**src/video_mem_pkg.sv**
```systemverilog
//////////////////////////////////////////////////////////////////////
// shared widths, control word layout and lock opcodes for the
// shared SRAM switch and its video read path
// control word bits match the port_ctrl layout seen by requesters
// lock index width follows LOCK_COUNT, a power of two
//////////////////////////////////////////////////////////////////////
`default_nettype none

package video_mem_pkg;

	//////////////////////////////////////////////////////////////////////
	// widths
	//////////////////////////////////////////////////////////////////////
	localparam int SRAM_AW    = 18;	// 256K words
	localparam int SRAM_DW    = 16;
	localparam int PIX_W      = 10;	// pixel coordinate
	localparam int COLOR_W    = 10;	// one dac channel
	localparam int LOCK_COUNT = 8;
	localparam int LOCK_IDX_W = $clog2(LOCK_COUNT);
	localparam int CTRL_W     = 7;

	//////////////////////////////////////////////////////////////////////
	// control word bit positions
	//////////////////////////////////////////////////////////////////////
	localparam int CTRL_WE_N     = 0;	// low => write
	localparam int CTRL_BYTE_HI  = 1;	// byte write lane, 1 = high byte
	localparam int CTRL_REQ      = 2;	// sram request
	localparam int CTRL_FULL     = 3;	// full word access
	localparam int CTRL_LOCK_TAS = 4;	// lock test and set
	localparam int CTRL_LOCK_RD  = 5;	// lock read
	localparam int CTRL_LOCK_CLR = 6;	// lock clear

	//////////////////////////////////////////////////////////////////////
	// shared types
	//////////////////////////////////////////////////////////////////////
	typedef logic [SRAM_AW-1:0] sram_addr_t;
	typedef logic [SRAM_DW-1:0] sram_data_t;
	typedef logic [CTRL_W-1:0]  ctrl_t;
	typedef logic [PIX_W-1:0]   pixel_coord_t;
	typedef logic [COLOR_W-1:0] color_t;

	// operation presented to the lock bank on a lock grant
	typedef enum logic [1:0]
	{
		LOCK_NONE  = 2'd0,	// no lock op this edge
		LOCK_TAS   = 2'd1,	// return old bit, set it
		LOCK_READ  = 2'd2,	// return bit
		LOCK_CLEAR = 2'd3	// clear bit, return 0
	} lock_op_t;

endpackage

`default_nettype wire

```
**src/colormap.sv**
```systemverilog
//////////////////////////////////////////////////////////////////////
// 8-bit colour index to three 10-bit dac values
// index [7:6] brightness, [5:4] red, [3:2] green, [1:0] blue
// purely combinational
//////////////////////////////////////////////////////////////////////
`timescale 1ns/100ps
`default_nettype none

module colormap
	import video_mem_pkg::*;
(
	input  wire [7:0] color_index,
	output color_t    red,
	output color_t    green,
	output color_t    blue
);

	// channel level, then dim by 3 - k octaves
	function automatic color_t level_map(input logic [1:0] chan, input logic [1:0] k);
		color_t full;
		case (chan)
			2'd0:    full = 10'h000;
			2'd1:    full = 10'h100;
			2'd2:    full = 10'h200;
			default: full = 10'h3ff;	// full scale
		endcase
		return full >> (2'd3 - k);
	endfunction

	logic [1:0] bright;

	assign bright = color_index[7:6];	// 3 = brightest

	assign red   = level_map(color_index[5:4], bright);
	assign green = level_map(color_index[3:2], bright);
	assign blue  = level_map(color_index[1:0], bright);

endmodule

`default_nettype wire

```
**src/lock_bank.sv**
```systemverilog
//////////////////////////////////////////////////////////////////////
// bank of LOCK_COUNT lock bits shared by all requester ports
// one operation per edge, the arbiter serializes the ports
// result is registered and holds between operations
//////////////////////////////////////////////////////////////////////
`timescale 1ns/100ps
`default_nettype none

module lock_bank
	import video_mem_pkg::*;
(
	input  wire                  clk,
	input  wire                  reset,
	input  wire lock_op_t        op,
	input  wire [LOCK_IDX_W-1:0] index,	// low address bits of the port
	output logic                 result
);

	logic [LOCK_COUNT-1:0] locks;	// 1 = taken

	always_ff @(posedge clk or negedge reset)
	begin
		if (!reset)
		begin
			locks  <= '0;
			result <= 1'b0;
		end
		else
		begin
			case (op)
				LOCK_TAS:
				begin
					result       <= locks[index];	// old value tells the winner
					locks[index] <= 1'b1;
				end
				LOCK_READ:
				begin
					result <= locks[index];	// peek only
				end
				LOCK_CLEAR:
				begin
					locks[index] <= 1'b0;
					result       <= 1'b0;
				end
				default:
				begin
					// LOCK_NONE, keep last result
				end
			endcase
		end
	end

endmodule

`default_nettype wire

```
**src/pixel_fetch.sv**
```systemverilog
//////////////////////////////////////////////////////////////////////
// video read path: pixel address and byte select
// two 8-bit pixels per SRAM word, x bit 0 picks the byte
// only the low 9 bits of pixel_y reach the address
//////////////////////////////////////////////////////////////////////
`timescale 1ns/100ps
`default_nettype none

module pixel_fetch
	import video_mem_pkg::*;
(
	input  wire               clk,
	input  wire               reset,
	input  wire               phase,	// from the arbiter
	input  wire pixel_coord_t pixel_x,
	input  wire pixel_coord_t pixel_y,
	input  wire sram_data_t   sram_rdata,
	output sram_addr_t        video_addr,
	output logic [7:0]        color_index
);

	sram_data_t pix_word;	// word read in the video slot
	logic       pix_hi;	// latched x bit 0

	// y above x, x halved since a word holds two pixels
	assign video_addr = {pixel_y[8:0], pixel_x[PIX_W-1:1]};

	// video address sits on the bus during the cycle before a phase 0 edge
	always_ff @(posedge clk)
	begin
		if (!phase)
			pix_word <= sram_rdata;
	end

	always_ff @(posedge clk or negedge reset)
	begin
		if (!reset)
			pix_hi <= 1'b0;
		else if (!phase)
			pix_hi <= pixel_x[0];
	end

	assign color_index = pix_hi ? pix_word[15:8] : pix_word[7:0];	// odd x = high byte

endmodule

`default_nettype wire

```
**src/port_hold_timer.sv**
```systemverilog
//////////////////////////////////////////////////////////////////////
// hold timer for one requester port
// access rises on a start and stays up for WAIT_TIME cycles so that
// slow software can drop its request before the next grant
// a start is only given while the matching counter is idle
//////////////////////////////////////////////////////////////////////
`timescale 1ns/100ps
`default_nettype none

module port_hold_timer
#(
	parameter int WAIT_TIME = 8
)
(
	input  wire  clk,
	input  wire  reset,
	input  wire  start_mem,	// sram grant this edge
	input  wire  start_lock,	// lock grant this edge
	output logic access,
	output logic mem_idle,
	output logic lock_idle,
	output logic capture	// mem count at 1, read data is on the bus
);

	localparam int CNT_W = $clog2(WAIT_TIME + 1);
	localparam logic [CNT_W-1:0] CNT_ONE = CNT_W'(1);
	localparam logic [CNT_W-1:0] CNT_TOP = CNT_W'(WAIT_TIME);

	logic [CNT_W-1:0] mem_cnt;
	logic [CNT_W-1:0] lock_cnt;
	logic             mem_done;
	logic             lock_done;

	assign mem_idle  = (mem_cnt == '0);
	assign lock_idle = (lock_cnt == '0);
	assign mem_done  = (mem_cnt == CNT_TOP);	// last held cycle
	assign lock_done = (lock_cnt == CNT_TOP);
	assign capture   = (mem_cnt == CNT_ONE);

	always_ff @(posedge clk or negedge reset)
	begin
		if (!reset)
		begin
			mem_cnt  <= '0;
			lock_cnt <= '0;
			access   <= 1'b0;
		end
		else
		begin
			// memory hold, counts 1..WAIT_TIME then clears
			if (start_mem)
				mem_cnt <= CNT_ONE;
			else if (mem_done)
				mem_cnt <= '0;
			else if (!mem_idle)
				mem_cnt <= mem_cnt + CNT_ONE;

			// lock hold, same shape
			if (start_lock)
				lock_cnt <= CNT_ONE;
			else if (lock_done)
				lock_cnt <= '0;
			else if (!lock_idle)
				lock_cnt <= lock_cnt + CNT_ONE;

			if (start_mem || start_lock)
				access <= 1'b1;	// a new grant wins over a timeout
			else if (mem_done || lock_done)
				access <= 1'b0;
		end
	end

endmodule

`default_nettype wire

```
**src/sram_arbiter.sv**
```systemverilog
//////////////////////////////////////////////////////////////////////
// interleaved SRAM switch: video on phase 1 edges, ports on phase 0
// fixed priority, port 0 highest, any sram request beats any lock op
// async SRAM assumed, sram_rdata follows sram_addr with no latency
// read data lands in port_rdata on the edge after the grant
// lock result lands there one edge after the grant as well
//////////////////////////////////////////////////////////////////////
`timescale 1ns/100ps
`default_nettype none

module sram_arbiter
	import video_mem_pkg::*;
#(
	parameter int NUM_PORTS = 3,
	parameter int WAIT_TIME = 8
)
(
	input  wire                   clk,
	input  wire                   reset,
	input  wire sram_addr_t       port_addr  [NUM_PORTS],
	input  wire sram_data_t       port_wdata [NUM_PORTS],
	input  wire ctrl_t            port_ctrl  [NUM_PORTS],
	output logic [NUM_PORTS-1:0]  port_access,
	output sram_data_t            port_rdata [NUM_PORTS],
	output sram_addr_t            sram_addr,
	output sram_data_t            sram_wdata,
	output logic                  sram_we_n,
	output logic                  sram_ub_n,
	output logic                  sram_lb_n,
	input  wire sram_data_t       sram_rdata,
	input  wire sram_addr_t       video_addr,
	output logic                  phase	// 1 = video slot edge
);

	localparam int IDX_W = (NUM_PORTS > 1) ? $clog2(NUM_PORTS) : 1;

	logic [NUM_PORTS-1:0] mem_idle, lock_idle, capture;
	logic [NUM_PORTS-1:0] mem_want, lock_want;	// requesting and not busy
	logic [NUM_PORTS-1:0] start_mem, start_lock;
	logic [NUM_PORTS-1:0] lock_pend;	// lock result due next edge
	logic                 mem_hit, lock_hit;
	logic [IDX_W-1:0]     mem_idx, lock_idx;
	ctrl_t                grant_ctrl, lock_ctrl;
	logic                 byte_wr;
	lock_op_t             lock_op;
	logic                 lock_result;

	//////////////////////////////////////////////////////////////////////
	// per port request decode and hold timers
	//////////////////////////////////////////////////////////////////////
	for (genvar p = 0; p < NUM_PORTS; p++)
	begin : g_port
		assign mem_want[p]  = port_ctrl[p][CTRL_REQ] & mem_idle[p];
		assign lock_want[p] = |port_ctrl[p][CTRL_LOCK_CLR:CTRL_LOCK_TAS] & lock_idle[p];
		assign start_mem[p] = ~phase & mem_hit & (mem_idx == IDX_W'(p));
		assign start_lock[p] = ~phase & ~mem_hit & lock_hit & (lock_idx == IDX_W'(p));

		port_hold_timer #(
			.WAIT_TIME (WAIT_TIME)
		) timer_i (
			.clk        (clk),
			.reset      (reset),
			.start_mem  (start_mem[p]),
			.start_lock (start_lock[p]),
			.access     (port_access[p]),
			.mem_idle   (mem_idle[p]),
			.lock_idle  (lock_idle[p]),
			.capture    (capture[p])
		);
	end

	// priority pick, walking down so the lowest port index wins
	always_comb
	begin
		mem_hit  = 1'b0;
		mem_idx  = '0;
		lock_hit = 1'b0;
		lock_idx = '0;
		for (int p = NUM_PORTS - 1; p >= 0; p--)
		begin
			if (mem_want[p])
			begin
				mem_hit = 1'b1;
				mem_idx = IDX_W'(p);
			end
			if (lock_want[p])
			begin
				lock_hit = 1'b1;
				lock_idx = IDX_W'(p);
			end
		end
	end

	assign grant_ctrl = port_ctrl[mem_idx];
	assign lock_ctrl  = port_ctrl[lock_idx];
	assign byte_wr    = ~(grant_ctrl[CTRL_FULL] | grant_ctrl[CTRL_WE_N]);	// byte lane write

	// lock op only when no sram requester took the slot
	always_comb
	begin
		lock_op = LOCK_NONE;
		if (!phase && !mem_hit && lock_hit)
		begin
			if (lock_ctrl[CTRL_LOCK_TAS])
				lock_op = LOCK_TAS;
			else if (lock_ctrl[CTRL_LOCK_RD])
				lock_op = LOCK_READ;
			else
				lock_op = LOCK_CLEAR;
		end
	end

	lock_bank lock_i (
		.clk    (clk),
		.reset  (reset),
		.op     (lock_op),
		.index  (port_addr[lock_idx][LOCK_IDX_W-1:0]),
		.result (lock_result)
	);

	//////////////////////////////////////////////////////////////////////
	// slot control and SRAM strobes
	//////////////////////////////////////////////////////////////////////
	always_ff @(posedge clk or negedge reset)
	begin
		if (!reset)
		begin
			phase     <= 1'b0;
			sram_we_n <= 1'b1;
			sram_ub_n <= 1'b1;
			sram_lb_n <= 1'b1;
			lock_pend <= '0;
		end
		else
		begin
			phase     <= ~phase;
			lock_pend <= start_lock;
			if (phase)
			begin
				sram_we_n <= 1'b1;	// video read
				sram_ub_n <= 1'b0;
				sram_lb_n <= 1'b0;
			end
			else if (mem_hit)
			begin
				sram_we_n <= grant_ctrl[CTRL_WE_N];
				sram_lb_n <= byte_wr & grant_ctrl[CTRL_BYTE_HI];	// hi byte masks low lane
				sram_ub_n <= byte_wr & ~grant_ctrl[CTRL_BYTE_HI];
			end
		end
	end

	// address and write data, port software puts a byte in its own lane
	always_ff @(posedge clk)
	begin
		if (phase)
			sram_addr <= video_addr;
		else if (mem_hit)
		begin
			sram_addr  <= port_addr[mem_idx];
			sram_wdata <= port_wdata[mem_idx];
		end
	end

	// read data and lock results back to each port
	always_ff @(posedge clk)
	begin
		for (int p = 0; p < NUM_PORTS; p++)
		begin
			if (lock_pend[p])
				port_rdata[p] <= {{(SRAM_DW - 1){1'b0}}, lock_result};
			else if (phase && capture[p])
				port_rdata[p] <= sram_rdata;	// port slot word still on the bus
		end
	end

endmodule

`default_nettype wire

```
**src/video_mem_switch.sv**
```systemverilog
//////////////////////////////////////////////////////////////////////
// top of the shared SRAM switch with its video read path
// SRAM data bus split into read and write halves
// pixel coordinates come from an outside sync generator
// ports follow the request / access / timeout handshake
//////////////////////////////////////////////////////////////////////
`timescale 1ns/100ps
`default_nettype none

module video_mem_switch
	import video_mem_pkg::*;
#(
	parameter int NUM_PORTS = 3,
	parameter int WAIT_TIME = 8
)
(
	input  wire                  clk,
	input  wire                  reset,
	// requester ports
	input  wire sram_addr_t      port_addr  [NUM_PORTS],
	input  wire sram_data_t      port_wdata [NUM_PORTS],
	input  wire ctrl_t           port_ctrl  [NUM_PORTS],
	output logic [NUM_PORTS-1:0] port_access,
	output sram_data_t           port_rdata [NUM_PORTS],
	// SRAM
	output sram_addr_t           sram_addr,
	output sram_data_t           sram_wdata,
	output logic                 sram_we_n,
	output logic                 sram_ub_n,
	output logic                 sram_lb_n,
	input  wire sram_data_t      sram_rdata,
	// video
	input  wire pixel_coord_t    pixel_x,
	input  wire pixel_coord_t    pixel_y,
	output color_t               red,
	output color_t               green,
	output color_t               blue
);

	sram_addr_t video_addr;
	logic       phase;
	logic [7:0] color_index;

	sram_arbiter #(
		.NUM_PORTS (NUM_PORTS),
		.WAIT_TIME (WAIT_TIME)
	) arbiter_i (
		.clk         (clk),
		.reset       (reset),
		.port_addr   (port_addr),
		.port_wdata  (port_wdata),
		.port_ctrl   (port_ctrl),
		.port_access (port_access),
		.port_rdata  (port_rdata),
		.sram_addr   (sram_addr),
		.sram_wdata  (sram_wdata),
		.sram_we_n   (sram_we_n),
		.sram_ub_n   (sram_ub_n),
		.sram_lb_n   (sram_lb_n),
		.sram_rdata  (sram_rdata),
		.video_addr  (video_addr),
		.phase       (phase)
	);

	pixel_fetch fetch_i (
		.clk         (clk),
		.reset       (reset),
		.phase       (phase),
		.pixel_x     (pixel_x),
		.pixel_y     (pixel_y),
		.sram_rdata  (sram_rdata),
		.video_addr  (video_addr),
		.color_index (color_index)
	);

	colormap cmap_i (
		.color_index (color_index),
		.red         (red),
		.green       (green),
		.blue        (blue)
	);

endmodule

`default_nettype wire
```
**config.mk**
```make
export PLATFORM = sky130hd
export DESIGN_NAME = video_mem_switch
export DESIGN_NICKNAME = d
export VERILOG_FILES = /design/src/video_mem_pkg.sv /design/src/colormap.sv /design/src/lock_bank.sv /design/src/pixel_fetch.sv /design/src/port_hold_timer.sv /design/src/sram_arbiter.sv /design/src/video_mem_switch.sv
export SDC_FILE = /design/constraint.sdc
export NUM_CORES = 1
export LEC_CHECK = 0
export BUFFER_PORTS_ARGS = -buffer_cell sky130_fd_sc_hd__buf_2
export CORE_ASPECT_RATIO = 1.4
export CORE_MARGIN = 5
export CORE_UTILIZATION = 35
export CTS_BUF_LIST = sky130_fd_sc_hd__clkbuf_16
export DETAILED_ROUTE_END_ITERATION = 16
export PLACE_DENSITY = 0.64
export REMOVE_ABC_BUFFERS = 1
export SETUP_SLACK_MARGIN = 0.5
export SYNTH_ARGS = -nofsm -noshare
export SYNTH_HDL_FRONTEND = slang
export SYNTH_SLANG_ARGS = --single-unit
```
**constraint.sdc**
```tcl
create_clock -name clk -period 3.1 [get_ports clk]
set_input_delay 0.155 -clock clk [delete_from_list [all_inputs] [get_ports clk]]
set_output_delay 0.155 -clock clk [all_outputs]
set_load 0.1 [all_outputs]
```
==> impl_metrics.ini <==
[grt]
antenna_found_initial = 1
grt_pass1_vias = 6131
grt_pass1_wl_mm = 31.6
grt_max_degree = 65
grt.total_usage_pct = 17.4
overflow = 0

[route]
vias = 6409
dr.pass1.iters = 5
drt_iter0_drc = 323
vias_per_cell = 4.94
drc = 0
wl_per_cell_um = 16.3
antenna_left = 0
drt_wl_total_mm = 21.2

[clock_network]
cts_buffers = 17
tritoncts = done
clkTransAtPathRegs_ns = 0.06
root_buffer = clkbuf_16
clock_sinks = 142
insertion_delay_ns = 0.42
h-tree-depth = 4
clk_path_buf_depth = 2

[layout]
nets = 1207
drive_gt1_share_pct = 38.5
syn_to_final_growth_pct = 36.9
design_area_um2 = 9610
fillers = 1900

[die]
die_area_um2 = 23000
design.core.area_um2 = 19800
die_x_um = 130
rows = 61
ios = 279
chipHeight_um = 178
start_util_pct = 35.5

[status]
status = finished, final reports clean

[sta]
hold_violations = 0
min_period_over_period_pct = 82.8
timing.fmax_ghz = 0.390
fin_ws_ns = 0.533
finalMaxSlewViolations = 0
worst_clock_skew_ns = 0.0132
min_period_ns = 2.57
slew_headroom_pct = 31.6
rsz0062_at_grt = true
setup_violations = 0
worst_pin_slew_ns = 1.03

[min_path]
hold_class = in -> reg

[worst_setup_path]
cp_max_fo = 4
crit_type = reg -> reg
worstPathArrival_ns = 2.87
critPathMaxStageDelay_ns = 0.41
crit_path_end_kind = register
cpMaxStageDelayCell = or3b_4
cp_cell_sequence = inv_2, ha_4, or3b_4, buf_4, a2bb2oi_2, o21ba_2, a21oi_2, o211ai_4, nor2_1, mux2_2
required_ns = 3.40
cp-start-kind = register

[synth]
ys_top_cells_by_area = edfxtp_1, dfrtp_1, dfxtp_1
ys_top_cells_by_count = nand2_1, a21oi_1, nor2_1
syn_area_per_cell_um2 = 9.45
ys_async_sr_fraction_pct = 31.0
syn_inst = 742
ys_seq_elements = 142
yosys.cell_count.top_type = nand2_1
yosysWarnings = 0
seq_area_frac_synth_pct = 51.3
synth_area_leader_cell = edfxtp_1
synth_edf_count = 53
synth_flop_cell = edfxtp_1
ys_types = 59
synth_top_area_share_pct = 22.7
netlist_area_um2 = 7020

[placement]
gp_congestion = 0.816
port_buffers = 277
pre_cts_slack_ns = 0.317
place_hpwl_mm = 15.6
dpl_cell_area_um2 = 8590

[pwr]
leakage_nw = 4.52
powerDensity_nw_per_um2 = 1180
ir_drop_uv = 622

[run]
drv_cap = 0
==> layout make-up <==
cell class / instances / area (um2) / share of cell area (%)
multi-input cells: 526 / 3230 / 33.6
diodes: 1 / 2.50 / 0.0261
flip-flops and latches: 142 / 3600 / 37.4
inverters: 19 / 71.3 / 0.742
clock inverters: 14 / 106 / 1.11
well taps: 252 / 315 / 3.28
repair buffers: 325 / 1830 / 19.1
clock buffers: 18 / 450 / 4.69
==> layout by cell type (no fill, tap or decap), types with 6 or more instances in the layout <==
cell type | netlist | final
a21oi_1 | 70 | 68
ha_1 | 15 | 13
nor2_1 | 56 | 49
nor2b_1 | 11 | 11
dlygate4sd3_1 | 0 | 19
buf_2 | 1 | 276
nand2b_1 | 7 | 7
dfxtp_1 | 45 | 45
dfrtp_1 | 41 | 41
nor2_2 | 0 | 6
inv_1 | 19 | 17
buf_4 | 15 | 26
nand3_1 | 46 | 46
mux2i_1 | 30 | 28
mux2_2 | 20 | 20
edfxtp_1 | 53 | 53
o21ai_0 | 47 | 47
nand2_1 | 147 | 142
clkbuf_16 | 0 | 19
==> registers in the layout (all words and copies together) (netlist names), 3 cells and up, named ones only <==
register                           cells
arbiter_i.g_port.timer_i.lock_cnt     12
fetch_i.pix_word                      16
arbiter_i.lock_pend                    3
arbiter_i.g_port.timer_i.access        3
arbiter_i.g_port.timer_i.mem_cnt      12
arbiter_i.port_rdata                  48
arbiter_i.sram_addr                   18
arbiter_i.sram_wdata                  16
==> logic make-up after synthesis <==
kind of cell    after synthesis  synth area share [%]
xor+xnor                      3                 0.375
simple gates                290                  18.2
mux                          53                  7.97
compound gates              165                  14.5
fa+ha+maj                    15                  2.68
flops                       142                  51.3
buf+inv                      74                  4.99
==> layer usage <==
layer	part of all wire [%]	track usage (%)	vias to the layer above
met1	41	21.0	2974
met2	50	30.0	244
li1	-	-	3161
met4	2.2	5.81	0
met5	0	0	-
met3	6.8	4.37	30
==> stage by stage <==
stage	util [%]	std cells	power, mW	setup TNS [ns]	hold slack [ns]
final	48.6	1297	11.3	0	0.0201
after global routing	48.6	1297	11.9	0	0.0151
after CTS	47.6	1289	11.2	0	0.000488
after detailed placement	43.5	1231	9.19	0	0.388
after global placement	43.5	1231	9.11	0	0.384
after floorplan	-	687	7.98	-145.76	-0.141
==> worst max-delay path: cells and delay by family, from the launching register on <==
family,cells,cell delay [ns]
AOI/OAI and AO/OA,4,0.80
and+or+nand+nor,2,0.54
DFF,1,0.40
muxes,1,0.33
buffers and inverters,2,0.25
adders and majority gates,1,0.14
==> power breakdown <==
group          switching, mW  total (mW)  internal (mW)  leakage [nW]
combinational           4.82        6.30           1.47          2.84
clock                  0.828        1.91           1.08         0.267
sequential             0.473        3.11           2.64          1.41
==> what timing repair did <==
action	in CTS	in global routing
hold buffers	19	0
endpoints found under the setup margin	17	18
cloned	0	1
gates resized for setup	4	30
hold endpoints to repair	68	0
pin swaps	2	16
buffers inserted	7	6
==> worst paths after layout <==
kind | from | end | slack (ns) | depth (start not counted)
max reg2reg | arbiter_i.g_port[1].timer_i.lock_cnt[1] | register | 0.53 | 10
max in group asynchronous | reset | arbiter_i.g_port[1].timer_i.mem_cnt[1] | 2.00 | 2
min | pixel_y[3] | arbiter_i.sram_addr[12] | 0.02 | 3
min in group asynchronous | reset | asynchronous set/reset pin | 0.44 | 2
max | arbiter_i.g_port[1].timer_i.lock_cnt[1] | register | 0.53 | 10
min reg2reg | arbiter_i.port_rdata[27] | arbiter_i.port_rdata[27] | 0.45 | 2
(Power assumes the default switching activity.)
